$ cat config.mk
export PLATFORM = sky130hd
export DESIGN_NAME = readyTable
export DESIGN_NICKNAME = d
export VERILOG_FILES = /design/src/logic/regReadPkg.sv /design/src/logic/readyTable.sv
export SDC_FILE = /design/constraint.sdc
export NUM_CORES = 1
export LEC_CHECK = 0
export BUFFER_PORTS_ARGS = -buffer_cell sky130_fd_sc_hd__buf_2
export CAP_MARGIN = 20
export CORE_MARGIN = 5
export CORE_UTILIZATION = 45
export CTS_CLUSTER_DIAMETER = 150
export DETAILED_ROUTE_END_ITERATION = 6
export GPL_ROUTABILITY_DRIVEN = 1
export PLACE_DENSITY_LB_ADDON = 0.25
export SYNTH_ARGS = -nofsm -noshare
export SYNTH_HDL_FRONTEND = slang
export SYNTH_SLANG_ARGS = --single-unit
$ cat constraint.sdc
create_clock -name clk -period 1.9 [get_ports clk]
set_input_delay 0.285 -clock clk [delete_from_list [all_inputs] [get_ports clk]]
set_output_delay 0.285 -clock clk [all_outputs]
set_load 0.005 [all_outputs]
$ cat src/logic/regReadPkg.sv
// Sizes and vector types shared by the register-read stage; imported by every design unit
package regReadPkg;

  // Machine width
  localparam int ISSUE_WIDTH = 4;  // Issue lanes and writeback ports

  // Physical register file
  localparam int PHYS_REGS  = 64;
  localparam int PHYS_TAG_W = 6;
  localparam int ARCH_REGS  = 32;  // Tags below this are ready out of reset
  localparam int DATA_W     = 32;

  // Branch checkpoints
  localparam int CHECKPOINTS = 4;
  localparam int CKPT_ID_W   = 2;

  // Everything the stage carries but never looks at
  localparam int PAYLOAD_W = 16;

  // Physical register name
  typedef logic [PHYS_TAG_W-1:0] physTag_t;

  // One operand value
  typedef logic [DATA_W-1:0] regData_t;

  // Set bit means the instruction depends on that checkpoint
  typedef logic [CHECKPOINTS-1:0] branchMask_t;

  // Checkpoint index
  typedef logic [CKPT_ID_W-1:0] ckptId_t;

  // Opaque instruction fields
  typedef logic [PAYLOAD_W-1:0] payload_t;

  // One ready bit per physical register
  typedef logic [PHYS_REGS-1:0] readyVec_t;

endpackage

$ cat src/logic/readyTable.sv
// Physical register ready bits that clear on unmap and set on result-tag broadcast
`timescale 1ns/100ps

module readyTable (
  input  logic                                 clk,
  input  logic                                 reset_i,
  input  logic                                 exception_i,
  input  logic [regReadPkg::ISSUE_WIDTH-1:0]   unmapValid_i,
  input  regReadPkg::physTag_t                 unmapTag_i [regReadPkg::ISSUE_WIDTH],
  input  logic [regReadPkg::ISSUE_WIDTH-1:0]   rsrValid_i,
  input  regReadPkg::physTag_t                 rsrTag_i [regReadPkg::ISSUE_WIDTH],
  output regReadPkg::readyVec_t                ready_o
);
  import regReadPkg::*;

  readyVec_t readyQ;
  readyVec_t resetVec;
  readyVec_t readyNext;

  // Committed architectural state only
  always_comb begin
    for (int t = 0; t < PHYS_REGS; t++) begin
      resetVec[t] = (t < ARCH_REGS);
    end
  end

  always_comb begin
    readyNext = readyQ;
    for (int u = 0; u < ISSUE_WIDTH; u++) begin
      if (unmapValid_i[u]) readyNext[unmapTag_i[u]] = 1'b0;
    end
    for (int r = 0; r < ISSUE_WIDTH; r++) begin
      if (rsrValid_i[r]) readyNext[rsrTag_i[r]] = 1'b1;  // Set wins over clear
    end
  end

  always_ff @(posedge clk) begin
    if (reset_i || exception_i) begin
      readyQ <= resetVec;
    end else begin
      readyQ <= readyNext;
    end
  end

  assign ready_o = readyQ;

  // Issue wakeup depends on the architectural registers being ready out of reset
  assert property (@(posedge clk) reset_i |=> (&ready_o[ARCH_REGS-1:0]))
    else $error("readyTable: architectural registers not ready after reset");

endmodule

; ---- Word-level counts from Yosys, hierarchy flattened
; Index checks and enable logic that the tools add are counted.
[op_classes]
add_sub_neg = 0
n_mul = 0
div_mod_pow = 0
order_cmp = 16
n_eq_ne = 0
shifts = 0
n_mux = 24
n_bitwise = 12
n_reduce_logical = 9
[ops]
columns = cell, count
row1 = 64-bit 2-to-1 mux, 8
row2 = 64-bit bitwise AND, 4
row3 = 64-bit inverter, 4
row4 = 64-bit OR, 4
row5 = "6-bit by 7-bit less-than comparator with 1-bit output, second input constant", 8
row6 = 1-bit demux with 6-bit select, 8
row7 = "6-bit by 1-bit >= comparator with 1-bit output, second input constant", 8
row8 = 1-bit logical AND, 8
row9 = 1-bit 2-to-1 mux, 8
row10 = 1-bit logical OR, 1
[totals]
ff_bits = 64
latchBits = 0
ram_bits = 0
rom_bits = 0
inputBits = 59
out_inout_bits = 64
word_cells = 62
mem_count = 0

; ---- Logic depth before layout (Yosys ltp)
[depth]
word_depth = 21
mapped_depth = 6
mapped_depth_nobuf = 4

; ---- Least setup slack after synthesis
; OpenSTA, ideal clock, no wires.
[synth_path]
path_type = input to register
startpoint = in unmapTag_i[6] (netlist name)
endpoint = reg readyQ[0] (netlist: ready_o[0])
setup_time_ps = 134
arrival_time_ps = 1621
required_time_ps = 1766
slack_ps = 145
stages = 6
path_buffers = 2
cell_sequence = buf_2 or4b_4 buf_6 o22ai_2 a211oi_1 or4_1
[synth_between]
elab_chain_len = 17
elab_cells_between_ends = 18
cone_classes = 2 x order compare / 8 x mux / 7 x bitwise / 1 x reduce/logical
[synth_rtl]
columns = item, line
row1 = from (decl), readyTable.sv:9  ; input regReadPkg::physTag_t unmapTag_i [regReadPkg::ISSUE_WIDTH],
row2 = 6-bit by 7-bit less-than comparator with 1-bit output (not written as such) / 6-bit by 1-bit >= comparator with 1-bit output (equally long branches), readyTable.sv:30  ; if (unmapValid_i[u]) readyNext[unmapTag_i[u]] = 1'b0;
row3 = 1-bit logical AND (not written as such), readyTable.sv:30
row4 = 1-bit 2-to-1 mux (not written as such), readyTable.sv:30
row5 = 1-bit demux with 6-bit select (*), readyTable.sv:30
row6 = 64-bit inverter (no line) (*), --
row7 = 64-bit bitwise AND (no line) (*), --
row8 = 64-bit 2-to-1 mux (*), readyTable.sv:30
row9 = 64-bit bitwise AND (no line), --
row10 = 64-bit 2-to-1 mux (*), readyTable.sv:30
row11 = 64-bit OR (no line), --
row12 = 64-bit 2-to-1 mux (*), readyTable.sv:33  ; if (rsrValid_i[r]) readyNext[rsrTag_i[r]] = 1'b1;
row13 = 64-bit OR (no line), --
row14 = 64-bit 2-to-1 mux (*), readyTable.sv:33
row15 = 64-bit OR (no line), --
row16 = 64-bit 2-to-1 mux (*), readyTable.sv:33
row17 = 64-bit OR (no line), --
row18 = 64-bit 2-to-1 mux (*), readyTable.sv:33
row19 = to (signal assigned), readyTable.sv:39  ; readyQ <= resetVec;
row20 = to (signal assigned), readyTable.sv:41  ; readyQ <= readyNext;
row21 = to (decl), readyTable.sv:16  ; readyVec_t readyQ;
; Every way passes the cells marked *; elsewhere a longest branch is shown, timed or not.
; A chain may end at the register's enable or synchronous reset.

; ---- Final worst setup path
[layout_path]
startpoint = in unmapTag_i[3] (netlist name)
endpoint = reg readyQ[22] (netlist: ready_o[22])
[layout_between]
elab_chain_len = 15
elab_cells_between_ends = 16
cone_classes = 2 x order compare / 7 x mux / 6 x bitwise / 1 x reduce/logical
[layout_rtl]
columns = item, line
row1 = 6-bit by 7-bit less-than comparator with 1-bit output (not written as such) / 6-bit by 1-bit >= comparator with 1-bit output (equally long branches), readyTable.sv:30
row2 = 1-bit logical AND (not written as such), readyTable.sv:30
row3 = 1-bit 2-to-1 mux (not written as such), readyTable.sv:30
row4 = 1-bit demux with 6-bit select (*), readyTable.sv:30
row5 = 64-bit inverter (no line) (*), --
row6 = 64-bit bitwise AND (no line) (*), --
row7 = 64-bit 2-to-1 mux (*), readyTable.sv:30
row8 = 64-bit OR (no line), --
row9 = 64-bit 2-to-1 mux (*), readyTable.sv:33
row10 = 64-bit OR (no line), --
row11 = 64-bit 2-to-1 mux (*), readyTable.sv:33
row12 = 64-bit OR (no line), --
row13 = 64-bit 2-to-1 mux (*), readyTable.sv:33
row14 = 64-bit OR (no line), --
row15 = 64-bit 2-to-1 mux (*), readyTable.sv:33
; Marks and branches as above.

==> qor.csv <==
metric;value;unit
status;finished, final reports clean;
number of antenna diodes;0;
worst hold path type;in2reg;
Synth area leaders;dfxtp_1 (22%), o22ai_1 (18%), clkbuf_1 (6.5%), o21ai_0 (5.4%), nand4b_1 (3.8%);
Syn-to-layout area delta;23.8;%
final total power;0.00409;W
R2R Path Start;ready_o[32];
flop-to-flop setup slack;730;ps
Post-CTS Repair Setup Buffers;0;
CTS Sinks;64;
Synthesized Nets;860;
pwr dens;570;mW/mm²
area of the die;0.0153;mm²
Area after DPL;0.00685;mm²
TritonCTS clock tree;done;
async set-reset flop share out of synthesis;0;%
distinct cell type count after synthesis;46;
Root Buffer Master;clkbuf_16;
setup ws final;254;ps
Place WS;12.9;ps
CTS Hold Buffers Added;0;
Layout Nets;969;
Die Wd;124;µm
Boundary Pins;123;
RSZ-0062 raised after global routing;no;
Via Count;8114;
wire per inst;27.9;µm
CP startpoint kind;input port;
crit path kind;in2reg;
global-route wire length before repair;44400;µm
Peak VDD IR;0.648;mV
DR iter-0 viols;1463;
Yosys Warn Count;0;
Initial Util;46.0;%
Finished Cell Area;0.00718;mm²
Final Hold Viols;0;
IO Port Bufs;122;
largest net degree at the start of global routing;39;
Worst Path Required;2110;ps
Worst Tran Pin Value;620;ps
Final Skew;0;ps
clk buf depth;2;
antenna violations before repair;0;
EDFF count, synth;0;
FP Rows;41;
share of layout cells above drive strength 1;25.4;%
synthesis-stage register bit count;64;
total track usage;38.7;%
reg2reg end;ready_o[32];
relative slew slack;58.3;%
crit path max fanout;9;
number of setup violations in the final report;0;
number of flip-flops in the largest register;64;
sequential-to-total area share from yosys stat;22.1;%
Clk Latency, worst-skew pair;340;ps
hold-critical path endpoint;ready_o[38];
Reg2Reg Depth;3;
core area;0.0126;mm²
CP max-delay cell;or4_1;
# H-tree levels;3;
Post-Place Cells;1071;
area of the multi-input gates;0.00406;mm²
Clock transition at path regs;60;ps
Mapped Cells;801;
Yosys top cell by area;dfxtp_1;
FMAX;0.608;GHz
Final HPWL DP;23400;µm
fin. max-slew vios;0;
vias per cell;7.47;
Tmin final;1650;ps
Routed Antenna Nets;0;
Setup TNS;0;ps
# DRC;0;
Resize count post-CTS;0;
depth of the worst hold-timing path;4;
Post-Syn Area;0.00580;mm²
Worst setup EP type;register;
post-synth top area share;22.1;%
maxcap violations;0;
slowest cell delay on critical path;530;ps
grt ovf;0;
fin crit share;86.6;%
hold_sp;reset_i;
RePlAce Congestion;1.14;
vias in the first global route;7266;
Post-synth top flop;dfxtp_1;
Leak;2.43;nW
worst-path cell chain;buf_2 -> or3b_1 -> o22ai_1 -> nor3_1 -> or4_1;
Die Ht;124;µm
commonest cells in the synthesized netlist;o22ai_1 (167), clkbuf_1 (100), dfxtp_1 (64);
FILL cells;1238;
FF+latch area;0.00128;mm²
CP arrival;1860;ps
TritonRoute pass-1 iters;6;
total wire length after detailed routing;30300;µm
most frequent cell after synthesis;o22ai_1;
filler-free cell count of the finished design;1086;
Syn Area/Cell;7.24;µm²
CTS buffer count;9;
## power breakdown
part | internal [W] | total (W) | switching [W]
clock network | 0.00122 | 0.00186 | 0.000644
registers | 0.00136 | 0.00137 | 0.00000975
logic | 0.000301 | 0.000862 | 0.000562
## critical path, delay by kind of cell
kind,cells,cell delay [ps]
AOI/OAI and AO/OA,1,310
buffers and inverters,1,140
and+or+nand+nor,3,1130
## worst max path at each step
stage	from	to	slack, ps	cells past startpoint
final	unmapTag_i[3]	ready_o[22]	250	5
after global routing	unmapValid_i[2]	ready_o[26]	280	6
after CTS	unmapTag_i[3]	ready_o[22]	370	5
after detailed placement	unmapTag_i[2]	ready_o[0]	10	5
after global placement	rsrTag_i[14]	ready_o[16]	30	4
after floorplan	unmapTag_i[6]	ready_o[0]	150	6
## final cells by class
type / count / share of cell area (%)
Sequential cell: 64 / 17.8
Inverter: 4 / 0.209
Clock buffer: 11 / 3.52
Multi-Input combinational cell: 621 / 56.5
Tap cell: 172 / 3.00
Clock inverter: 4 / 1.06
Timing Repair Buffer: 210 / 17.9
## logic make-up after synthesis
logic type | after synthesis | share of synthesized area (%)
flops | 64 | 22.1
simple gates | 293 | 34.0
buf+inv | 116 | 7.94
compound gates | 328 | 35.9
## routing by layer
layer,global-route usage (%),vias up,share of wire [%]
met5,0,-,0
met4,19.7,0,6.4
met3,11.4,150,14
met2,57.8,756,42
met1,50.4,3751,38
li1,-,3457,-
## layout by cell type, fill, tap and decap left out, drive strengths merged, types with 10 or more instances in the layout
master / instances
or3: 10
nor3: 37
nand3: 13
nand4bb: 17
nor3b: 10
clkbuf: 11
a22oi: 18
nand2: 15
nand3b: 25
nand4b: 25
o22ai: 168
o41ai: 21
or3b: 24
nor2: 51
buf: 210
o21ai: 78
nand4: 18
dfxtp: 64
or4: 10
o31ai: 16
## through the flow
stage,utilization (%),hold slack (ps)
detailed placement,54.3,453
finish,56.9,360
CTS,56.9,355
global placement,54.3,458
global route,56.9,376
floorplan,-,450
Power figures use the tool's default switching activity.
