<file path="config.mk">
export PLATFORM = sky130hd
export DESIGN_NAME = laneOperandRead_flat
export DESIGN_NICKNAME = d
export VERILOG_FILES = /design/src/logic/regReadPkg.sv /design/src/logic/rfReadIf.sv /design/src/logic/laneOperandRead.sv /design/src/flat_wrapper.sv
export SDC_FILE = /design/constraint.sdc
export NUM_CORES = 1
export LEC_CHECK = 0
export BUFFER_PORTS_ARGS = -buffer_cell sky130_fd_sc_hd__buf_2
export CORE_AREA = 5 5 145 147
export CTS_CLUSTER_SIZE = 24
export DETAILED_ROUTE_END_ITERATION = 10
export DIE_AREA = 0 0 150 152
export PLACE_DENSITY = 0.55
export REMOVE_ABC_BUFFERS = 1
export SYNTH_ARGS = -nofsm -noshare
export SYNTH_HDL_FRONTEND = slang
export SYNTH_SLANG_ARGS = --single-unit
</file>
<file path="constraint.sdc">
create_clock -name clk -period 1.7 [get_ports clk]
set_input_delay 0.085 -clock clk [delete_from_list [all_inputs] [get_ports clk]]
set_output_delay 0.085 -clock clk [all_outputs]
set_load 0.02 [all_outputs]
</file>
<file path="src/logic/regReadPkg.sv">
// Sizes and vector types shared by the register-read stage; imported by every design unit
package regReadPkg;

  // Machine width
  localparam int ISSUE_WIDTH = 4;  // Issue lanes and writeback ports

  // Physical register file
  localparam int PHYS_REGS  = 64;
  localparam int PHYS_TAG_W = 6;
  localparam int ARCH_REGS  = 32;  // Tags below this are ready out of reset
  localparam int DATA_W     = 32;

  // Branch checkpoints
  localparam int CHECKPOINTS = 4;
  localparam int CKPT_ID_W   = 2;

  // Everything the stage carries but never looks at
  localparam int PAYLOAD_W = 16;

  // Physical register name
  typedef logic [PHYS_TAG_W-1:0] physTag_t;

  // One operand value
  typedef logic [DATA_W-1:0] regData_t;

  // Set bit means the instruction depends on that checkpoint
  typedef logic [CHECKPOINTS-1:0] branchMask_t;

  // Checkpoint index
  typedef logic [CKPT_ID_W-1:0] ckptId_t;

  // Opaque instruction fields
  typedef logic [PAYLOAD_W-1:0] payload_t;

  // One ready bit per physical register
  typedef logic [PHYS_REGS-1:0] readyVec_t;

endpackage

</file>
<file path="src/logic/rfReadIf.sv">
// One lane's two-operand read port into the physical register file with tags out and data back
`timescale 1ns/100ps

interface rfReadIf;
  import regReadPkg::*;

  physTag_t src1Tag;
  physTag_t src2Tag;
  regData_t src1Data;  // Same-cycle answer for src1Tag
  regData_t src2Data;

  // Lane side
  modport reader (
    output src1Tag,
    output src2Tag,
    input  src1Data,
    input  src2Data
  );

  // Register file side
  modport regFile (
    input  src1Tag,
    input  src2Tag,
    output src1Data,
    output src2Data
  );

endinterface

</file>
<file path="src/logic/laneOperandRead.sv">
// One issue lane with writeback bypass, operand select, mispredict squash and the output flops
`timescale 1ns/100ps

module laneOperandRead (
  input  logic                                 clk,
  input  logic                                 reset_i,

  // Issued instruction
  input  logic                                 inValid_i,
  input  regReadPkg::branchMask_t              inMask_i,
  input  regReadPkg::physTag_t                 inSrc1_i,
  input  regReadPkg::physTag_t                 inSrc2_i,
  input  regReadPkg::physTag_t                 inDest_i,
  input  regReadPkg::payload_t                 inPayload_i,

  // Writeback bus
  input  logic [regReadPkg::ISSUE_WIDTH-1:0]   wbValid_i,
  input  regReadPkg::physTag_t                 wbTag_i [regReadPkg::ISSUE_WIDTH],
  input  regReadPkg::regData_t                 wbData_i [regReadPkg::ISSUE_WIDTH],

  // Branch resolution
  input  logic                                 ctrlVerified_i,
  input  logic                                 ctrlMispredict_i,
  input  regReadPkg::ckptId_t                  ctrlCkptId_i,

  rfReadIf.reader                              rf,

  // Registered result
  output logic                                 outValid_o,
  output regReadPkg::regData_t                 outSrc1Data_o,
  output regReadPkg::regData_t                 outSrc2Data_o,
  output regReadPkg::physTag_t                 outSrc1_o,
  output regReadPkg::physTag_t                 outSrc2_o,
  output regReadPkg::physTag_t                 outDest_o,
  output regReadPkg::payload_t                 outPayload_o,
  output regReadPkg::branchMask_t              outMask_o
);
  import regReadPkg::*;

  logic [ISSUE_WIDTH-1:0] src1Hit;
  logic [ISSUE_WIDTH-1:0] src2Hit;
  regData_t               src1Sel;
  regData_t               src2Sel;
  logic                   squash;

  assign rf.src1Tag = inSrc1_i;
  assign rf.src2Tag = inSrc2_i;

  // A same-cycle writeback beats the array, which only sees it next cycle
  always_comb begin
    src1Sel = rf.src1Data;
    src2Sel = rf.src2Data;
    for (int w = 0; w < ISSUE_WIDTH; w++) begin
      src1Hit[w] = wbValid_i[w] && (wbTag_i[w] == inSrc1_i);
      src2Hit[w] = wbValid_i[w] && (wbTag_i[w] == inSrc2_i);
      if (src1Hit[w]) src1Sel = wbData_i[w];
      if (src2Hit[w]) src2Sel = wbData_i[w];
    end
  end

  // Killed if the mispredicted branch is one this instruction sits behind
  assign squash = ctrlVerified_i && ctrlMispredict_i && inMask_i[ctrlCkptId_i];

  always_ff @(posedge clk) begin
    if (reset_i) begin
      outValid_o <= 1'b0;
    end else begin
      outValid_o <= inValid_i && !squash;
    end
  end

  always_ff @(posedge clk) begin
    outSrc1Data_o <= src1Sel;
    outSrc2Data_o <= src2Sel;
    outSrc1_o     <= inSrc1_i;
    outSrc2_o     <= inSrc2_i;
    outDest_o     <= inDest_i;
    outPayload_o  <= inPayload_i;
    outMask_o     <= inMask_i;
  end

  // Bypass mux is priority coded, so more than one hit would hide a write conflict
  assert property (@(posedge clk) disable iff (reset_i)
    inValid_i |-> ($onehot0(src1Hit) && $onehot0(src2Hit)))
    else $error("laneOperandRead: source matches several writebacks");

endmodule

</file>
<file path="src/flat_wrapper.sv">
// flat-port wrapper written by rule: the top's interface ports become plain ports
module laneOperandRead_flat import regReadPkg::*;
  (clk, reset_i, inValid_i, inMask_i, inSrc1_i, inSrc2_i, inDest_i, inPayload_i, wbValid_i, wbTag_i, wbData_i, ctrlVerified_i, ctrlMispredict_i, ctrlCkptId_i, outValid_o, outSrc1Data_o, outSrc2Data_o, outSrc1_o, outSrc2_o, outDest_o, outPayload_o, outMask_o, rf_src1Tag, rf_src2Tag, rf_src1Data, rf_src2Data);
  rfReadIf rf_i ();
  input  logic clk;
  input  logic reset_i;
  input  logic inValid_i;
  input  regReadPkg::branchMask_t inMask_i;
  input  regReadPkg::physTag_t inSrc1_i;
  input  regReadPkg::physTag_t inSrc2_i;
  input  regReadPkg::physTag_t inDest_i;
  input  regReadPkg::payload_t inPayload_i;
  input  logic [regReadPkg::ISSUE_WIDTH-1:0] wbValid_i;
  input  regReadPkg::physTag_t wbTag_i[regReadPkg::ISSUE_WIDTH];
  input  regReadPkg::regData_t wbData_i[regReadPkg::ISSUE_WIDTH];
  input  logic ctrlVerified_i;
  input  logic ctrlMispredict_i;
  input  regReadPkg::ckptId_t ctrlCkptId_i;
  output logic outValid_o;
  output regReadPkg::regData_t outSrc1Data_o;
  output regReadPkg::regData_t outSrc2Data_o;
  output regReadPkg::physTag_t outSrc1_o;
  output regReadPkg::physTag_t outSrc2_o;
  output regReadPkg::physTag_t outDest_o;
  output regReadPkg::payload_t outPayload_o;
  output regReadPkg::branchMask_t outMask_o;
  output wire logic [$bits(rf_i.src1Tag)-1:0] rf_src1Tag;
  output wire logic [$bits(rf_i.src2Tag)-1:0] rf_src2Tag;
  input wire logic [$bits(rf_i.src1Data)-1:0] rf_src1Data;
  input wire logic [$bits(rf_i.src2Data)-1:0] rf_src2Data;
  assign rf_src1Tag = rf_i.src1Tag;
  assign rf_src2Tag = rf_i.src2Tag;
  assign rf_i.src1Data = rf_src1Data;
  assign rf_i.src2Data = rf_src2Data;
  laneOperandRead u_core (.clk(clk), .reset_i(reset_i), .inValid_i(inValid_i), .inMask_i(inMask_i), .inSrc1_i(inSrc1_i), .inSrc2_i(inSrc2_i), .inDest_i(inDest_i), .inPayload_i(inPayload_i), .wbValid_i(wbValid_i), .wbTag_i(wbTag_i), .wbData_i(wbData_i), .ctrlVerified_i(ctrlVerified_i), .ctrlMispredict_i(ctrlMispredict_i), .ctrlCkptId_i(ctrlCkptId_i), .rf(rf_i), .outValid_o(outValid_o), .outSrc1Data_o(outSrc1Data_o), .outSrc2Data_o(outSrc2Data_o), .outSrc1_o(outSrc1_o), .outSrc2_o(outSrc2_o), .outDest_o(outDest_o), .outPayload_o(outPayload_o), .outMask_o(outMask_o));
endmodule
</file>
# --- Word-level counts from Yosys, hierarchy flattened ---
# Index checks and enable logic that the tools add are counted.
word_totals:
  ff_bits: 103
  rom_bits: 0
  latch_bits: 0
  mem_bits_rw: 0
  memories: 0
op_classes:
  mul: 0
  n_bitwise: 0
  n_reduce_logical: 12
  muxes: 10
  div_mod_pow: 0
  n_lt_le_gt_ge: 1
  shifts: 0
  n_eq_ne: 8
  addsub: 0
ops:
  columns: ["op", "count"]
  rows:
  - ["$mux 32", 8]
  - ["$eq 6x6->1", 8]
  - ["$logic_and 1x1->1", 11]
  - ["$lt 2x3->1 const B", 1]
  - ["$bmux 1 s2", 1]
  - ["$logic_not 1->1", 1]
  - ["$mux 1", 1]

# --- Longest topological paths before layout ---
# Gate-level depths: netlist (run 1).
depth:
  word_depth: 6
  mapped_depth: 8
  ltp_nobuf: 5

# --- Least setup slack after synthesis (run 1) ---
# Ideal clock, no wire load.
synth_path:
  path_kind: "input to register"
  start: "in inSrc1_i[1]"
  end: "reg u_core.outSrc1Data_o[23]"
  t_arrival_ns: 1.407
  path_stages: 7
  setup_time_ns: 0.141
  t_required_ns: 1.559
  path_slack_ns: 0.153
  path_buffers: 2
  cell_sequence: "buf_6 > xnor2_1 > nand4_1 > nor4_2 > or2_2 > clkbuf_1 > o311ai_2"
synth_via:
  elab_chain_cells: 6
  word_cells_on_any_way: 12
  classes_between: "4 x eq/ne; 4 x mux; 4 x reduce/logical"
synth_rtl:
  columns: ["element", "line_no", "source"]
  rows:
  - ["start: declaration", "flat_wrapper.sv:9", "input regReadPkg::physTag_t inSrc1_i;"]
  - ["$eq 6x6->1", "laneOperandRead.sv:54", "src1Hit[w] = wbValid_i[w] && (wbTag_i[w] == inSrc1_i);"]
  - ["$logic_and 1x1->1", "laneOperandRead.sv:54", null]
  - ["$mux 32 (3 in series)", "laneOperandRead.sv:56", "if (src1Hit[w]) src1Sel = wbData_i[w];"]
  - ["$mux 32 *", "laneOperandRead.sv:56", null]
  - ["net u_core.src1Sel[23]", "laneOperandRead.sv:42", "regData_t src1Sel;"]
  - ["end signal: assignment", "laneOperandRead.sv:73", "outSrc1Data_o <= src1Sel;"]
  - ["end: declaration", "laneOperandRead.sv:30", "output regReadPkg::regData_t outSrc1Data_o,"]
# The timed path passes the listed nets; every way through them passes the cells marked *.
# A chain may end at the register's enable or synchronous reset.

# --- Worst setup path after layout (run 1) ---
layout_path:
  start: "in inSrc1_i[1]"
  end: "reg u_core.outSrc1Data_o[8]"
# The elaborated chain is that of the path after synthesis.

==> out/metrics.yaml, run 1 <==
instance_count_of_the_mapped_netlist: 640
viasPerCell: 5.149
fmax_mhz: 656.3
drtAntennaViolNets: 0
rsz0062_at_grt: "false"
fp.dieArea_sq_um: 22800
commonest_register_cell_after_synthesis: "sky130_fd_sc_hd__dfxtp_1"
clk_transition_reported_paths_ns: 0.08
postSynthRegisterBits: 103
critical_path.endpoint_type: "flop"
grt_max_degree: 33
synth_top_area_share: 0.3782
ports: 380
detailedPlacementHpwl_mm: 21.98
syn_avg_cell_area_sq_um: 8.518
clock-sinks: 103
detailedRoute.firstPassIterationCount: 5
slew-limit-headroom: 0.6465
place_congestion: 0.9211
final_min_period_over_clock_period: 0.8963
cp_cell_sequence: "buf_2 -> xor2_1 -> nor4_4 -> and2_1 -> buf_12 -> a211oi_1 -> o311ai_1"
drv_cap: 0
placementRows: 52
critical_path.max_fanout: 15
finalHoldViolCount: 0
drt_first_iter_violations: 507
post-synth-top-area-cell: "sky130_fd_sc_hd__dfxtp_1"
timing_worst_setup_path_type: "in -> reg"
stdcell_area_sq_um: 9500
area_post_placement_sq_um: 8239
layout-drive-gt1-share: 0.4391
routed_vias: 7270
root_driver: "sky130_fd_sc_hd__clkbuf_16"
wire_length_of_the_first_global_routing_pass_mm: 43.59
grt_remaining_overflow: 0
worst_pin_slew_ns: 0.5303
synth-edff-count: 0
synthTopCellsByCount: "sky130_fd_sc_hd__dfxtp_1, sky130_fd_sc_hd__nand2_1, sky130_fd_sc_hd__nand3_1, sky130_fd_sc_hd__nor2_1, sky130_fd_sc_hd__a211oi_1"
die_x_microns: 150
asyncSetResetFlopFracSynth: 0
port_buffers: 379
clock_tree.htree_level_count: 3
setup_viol: 0
worst_setup_path_startpoint: "inSrc1_i[1]"
final_util: 0.4803
post_synth_num_cell_types: 26
worst_hold_path.endpoint: "u_core.outSrc1Data_o[15]"
yosysMostFrequentCell: "sky130_fd_sc_hd__dfxtp_1"
yosysSeqAreaShare: 0.3782
worst_hold_path.num_cells: 3
route.detailed.drc: 0
max_stage_delay_ns: 0.41
cts.repair.resized: 0
total_leakage_power_nw: 4.227
timing.final.crit_period_ns: 1.524
number_of_antenna_violations_at_the_first_check_in_global_routing: 4
critical_path.top_delay_family: "simple AND/OR/NAND/NOR gates"
cp.arrival_ns: 1.74
final_net_count: 1401
max-clock-path-buffers: 2
grt_use_total: 0.2446
post-place-cells: 1299
fin_worst_hold_slack_ns: 0.01609
worst_setup_path_start_kind: "primary input"
hold_path_class: "in -> reg"
timing.critical_path.required_ns: 1.92
fp.coreArea_sq_um: 19780
timing.critical_path.slowest_stage_cell: "sky130_fd_sc_hd__nor4_4"
maxSlewViolCount: 0
worst_ir_drop_vdd_mv: 0.3501
starting_density_of_the_core: 0.2756
synthTopCellsByArea: "sky130_fd_sc_hd__dfxtp_1, sky130_fd_sc_hd__a211oi_1, sky130_fd_sc_hd__o311ai_1"
ys_warn_count: 0
power-per-cell-area_nw_per_um2: 680.4
syn-cell-area_sq_um: 5451
final_cell_count_no_fill: 1412
route.detailed.wl_per_inst_microns: 20.57
floorplan_die_height_microns: 152
tritoncts: "done"
first_global_vias: 7828
critPathBufInv: 2
numCtsBuffers: 9
drt-total-wl_mm: 29.04
areaGrowthSynthToFinish_pct: 74.27
outcome: "finished, final reports clean"
timing.hold.worst.start: "wbData_i[47]"
[what timing repair did]
item / in CTS / in global routing
hold buffers: 96 / 0
setup buffers: 0 / 0
hold endpoints to repair: 93 / 0
endpoints found under the setup margin: 0 / 0
[registers in the layout, indices dropped and copies added (netlist names)]
register	cells
u_core.outSrc2_o	6
u_core.outMask_o	4
u_core.outValid_o	1
u_core.outDest_o	6
u_core.outSrc2Data_o	32
u_core.outSrc1_o	6
u_core.outPayload_o	16
u_core.outSrc1Data_o	32
[routing by layer]
metal,up-vias,share of wire,track usage
met3,76,0.094,0.06405
li1,3345,-,-
met4,6,0.028,0.09020
met2,439,0.50,0.4315
met1,3404,0.38,0.2815
met5,-,0.0011,0
[through the flow]
step	power [mW]	setup slack [ns]	setup TNS, ns
floorplan	3.286	-1.173	-67.54
global placement	4.189	-0.1880	-4.000
detailed placement	4.192	-0.2068	-5.372
CTS	6.520	0.1701	0
global route	6.744	0.07238	0
finish	6.464	0.1763	0
[area by class of cell]
type	instances	area, sq um
diodes	1	2.502
clock buffers	9	225.2
clock inverters	7	72.57
fillers	1933	10280
inverters	2	7.507
multi-input cells	463	3069
flip-flops and latches	103	2062
well taps	270	337.8
repair buffers	557	3724
[layout by cell type (no fill, tap or decap), types with 9 or more instances in the layout]
cell type                       Yosys  final
sky130_fd_sc_hd__buf_12             0     20
sky130_fd_sc_hd__a21boi_0          56     56
sky130_fd_sc_hd__xnor2_1           24     24
sky130_fd_sc_hd__nand3_1           66     66
sky130_fd_sc_hd__buf_2              4    379
sky130_fd_sc_hd__a211oi_1          64     64
sky130_fd_sc_hd__nor2_1            66     64
sky130_fd_sc_hd__o311ai_1          52     52
sky130_fd_sc_hd__dlygate4sd3_1      0     96
sky130_fd_sc_hd__nand2_1           67     65
sky130_fd_sc_hd__xor2_1            24     24
sky130_fd_sc_hd__buf_4             14     62
sky130_fd_sc_hd__dfxtp_1          103    103
sky130_fd_sc_hd__clkbuf_16          0      9
[where the power goes]
group          internal [mW]  switching, mW  total [mW]  leakage (nW)
clock                   1.05           1.10        2.15         0.144
sequential              2.59         0.0491        2.64         0.869
combinational          0.809          0.868        1.68          3.21
total                   4.44           2.02        6.46          4.23
[how the worst max path moves through the flow]
stage                                to  slack, ns  cells after the start
3_3_place_gp   u_core.outSrc1Data_o[14]      -0.19                      8
3_5_place_dp    u_core.outSrc1Data_o[8]      -0.21                      7
2_1_floorplan  u_core.outSrc2Data_o[31]      -1.17                      5
4_1_cts         u_core.outSrc1Data_o[8]       0.17                      7
5_1_grt         u_core.outSrc1Data_o[4]       0.07                      7
6_report        u_core.outSrc1Data_o[8]       0.18                      7
[kinds of logic (layout without fill, tap and decap cells)]
kind of cell           after synthesis  count (layout)  synth area share
AND/OR/NAND/NOR                    229             229            0.1928
AO/OA/AOI/OAI                      185             185            0.2779
flip-flops                         103             103            0.3782
buffers and inverters               74             575           0.06977
XOR/XNOR                            48              48           0.07712
multiplexers                         1               1          0.004131
other                                0               1                 0
Power figures use the tool's default switching activity.
==> inputs of run 2 (changes only) <==
==> constraint.sdc (replaced) <==
create_clock -name clk -period 1.9 [get_ports clk]
set_input_delay 0.095 -clock clk [delete_from_list [all_inputs] [get_ports clk]]
set_output_delay 0.095 -clock clk [all_outputs]
set_load 0.02 [all_outputs]
==> run 2 against run 1 <==
Critical path depth grew 1. Die area unchanged. Non-clock buffer count down 34. Global-route usage is 0.58 points lower. First-iteration DRC count is 30% lower. Sequential cell count did not move. Setup slack got worse by 0.14 ns. Clock power down 12%. Largest power group unchanged. Count of clock-buffer cells in the layout unchanged. Critical endpoint is now u_core.outSrc1Data_o[20]. Sequential share of layout area grew 0.76 points. Final cell count is 2.4% lower. Hold slack got worse by 0.0010 ns.
==> out/metrics.yaml, run 2 (same netlist as run 1, synthesis figures left out) <==
number_of_antenna_violations_at_the_first_check_in_global_routing: 2
tritoncts: "done"
total_leakage_power_nw: 4.059
critical_path.max_fanout: 18
max-clock-path-buffers: 2
first_global_vias: 7588
hold_path_class: "in -> reg"
final_net_count: 1367
route.detailed.wl_per_inst_microns: 21.00
port_buffers: 379
floorplan_die_height_microns: 152
worst_ir_drop_vdd_mv: 0.4087
cp.arrival_ns: 2.15
drtAntennaViolNets: 0
clk_transition_reported_paths_ns: 0.08
detailedRoute.firstPassIterationCount: 6
design_power_total_mw: 5.721
areaGrowthSynthToFinish_pct: 68.35
numCtsBuffers: 9
final_min_period_over_clock_period: 0.9811
critical_path.endpoint_type: "flop"
fp.coreArea_sq_um: 19780
worst_setup_path_startpoint: "inSrc1_i[3]"
timing.critical_path.required_ns: 2.19
slew-limit-headroom: 0.6704
grt_remaining_overflow: 0
crit_path_end: "u_core.outSrc1Data_o[20]"
setup_viol: 0
layout_top_registers: "u_core.outSrc1Data_o: 32 flops, u_core.outSrc2Data_o: 32 flops, u_core.outPayload_o: 16 flops"
power-per-cell-area_nw_per_um2: 623.4
outcome: "finished, final reports clean"
register_area_sq_um: 2062
drv_cap: 0
detailedPlacementHpwl_mm: 21.00
drt_first_iter_violations: 355
finalHoldViolCount: 0
clock-sinks: 103
wire_length_of_the_first_global_routing_pass_mm: 42.75
place_congestion: 0.8906
worst_pin_slew_ns: 0.4944
grt_use_total: 0.2388
drt-total-wl_mm: 28.94
routed_vias: 7107
route.detailed.drc: 0
maxSlewViolCount: 0
layout-drive-gt1-share: 0.4318
grt_max_degree: 33
final_util: 0.4640
die_x_microns: 150
clock_tree.htree_level_count: 3
starting_density_of_the_core: 0.2756
fmax_mhz: 536.4
timing_worst_setup_path_type: "in -> reg"
ports: 380
multi_input_comb_area_sq_um: 3123
root_driver: "sky130_fd_sc_hd__clkbuf_16"
fp.dieArea_sq_um: 22800
timing.final.crit_period_ns: 1.864
rsz0062_at_grt: "false"
final_cell_mix: "sky130_fd_sc_hd__buf_2, sky130_fd_sc_hd__dfxtp_1, sky130_fd_sc_hd__dlygate4sd3_1"
fin_worst_hold_slack_ns: 0.01505
worst_setup_path_start_kind: "primary input"
layout_commonest_cell: "sky130_fd_sc_hd__buf_2"
viasPerCell: 5.157
fillers: 2028
placementRows: 52
## run 2: cell count changes in the layout (fill, tap and decap cells not counted), sizes merged
cell | before | now
dlygate4sd3 | 96 | 91
dlymetal6s4s | 0 | 3
buf | 461 | 428
clkbuf | 9 | 10
inv | 7 | 5
clkinv | 1 | 3
## run 2: where the power goes
group	leakage [nW]	switching (mW)	internal [mW]
combinational	3.05	0.780	0.688
sequential	0.869	0.0443	2.31
clock	0.141	0.971	0.923
## run 2: cell type report
class | count | area share
Clock inverter | 7 | 0.007226
Multi-Input combinational cell | 463 | 0.3403
Clock buffer | 9 | 0.02454
Sequential cell | 103 | 0.2247
Inverter | 2 | 0.0008180
Timing Repair Buffer | 523 | 0.3654
Tap cell | 270 | 0.03681
Antenna cell | 1 | 0.0002727
## run 2: metal layers
metal,GRT usage,vias to the layer above,part of all wire
met1,0.2719,3310,0.38
met4,0.07538,2,0.026
met3,0.06285,72,0.089
li1,-,3274,-
met2,0.4307,449,0.50
met5,0,-,0.00045
## run 2: metrics by stage
stage	instances	TNS, ns	setup slack [ns]	area [sq um]
after floorplan	568	-55.38	-0.9833	5079
after global placement	1260	0	0.09240	7796
after detailed placement	1260	0	0.02045	7796
after CTS	1374	0	0.01219	9069
after global routing	1378	0	0.01191	9178
final	1378	0	0.03586	9178
## run 2: worst min-delay path by stage
| stage | from | endpoint | slack (ns) | cells after the start |
|---|---|---|---|---|
| 2_1_floorplan | inDest_i[0] | u_core.outDest_o[0] | 0.12 | 0 |
| 3_3_place_gp | inPayload_i[2] | u_core.outPayload_o[2] | 0.20 | 1 |
| 3_5_place_dp | inPayload_i[9] | u_core.outPayload_o[9] | 0.20 | 1 |
| 4_1_cts | wbData_i[62] | u_core.outSrc2Data_o[30] | 0.0004 | 3 |
| 5_1_grt | wbData_i[62] | u_core.outSrc1Data_o[30] | 0.003 | 3 |
| 6_report | wbData_i[59] | u_core.outSrc2Data_o[27] | 0.02 | 3 |
## run 2: what timing repair did
| action | 4_1_cts | 5_1_grt |
|---|---|---|
| endpoints found under the setup margin | 0 | 10 |
| gates resized for setup | 0 | 24 |
| hold buffers | 98 | 0 |
| setup buffers | 0 | 7 |
| endpoints found under the hold margin | 97 | 0 |
## run 2: critical path: stages
cell and delay [ns]:
sky130_fd_sc_hd__clkbuf_4 0.16, sky130_fd_sc_hd__xor2_2 0.17, sky130_fd_sc_hd__nor4_4 0.38, sky130_fd_sc_hd__and2_4 0.23
sky130_fd_sc_hd__buf_12 0.17, sky130_fd_sc_hd__a211oi_1 0.09, sky130_fd_sc_hd__o311ai_1 0.27, sky130_fd_sc_hd__dlygate4sd3_1 0.58
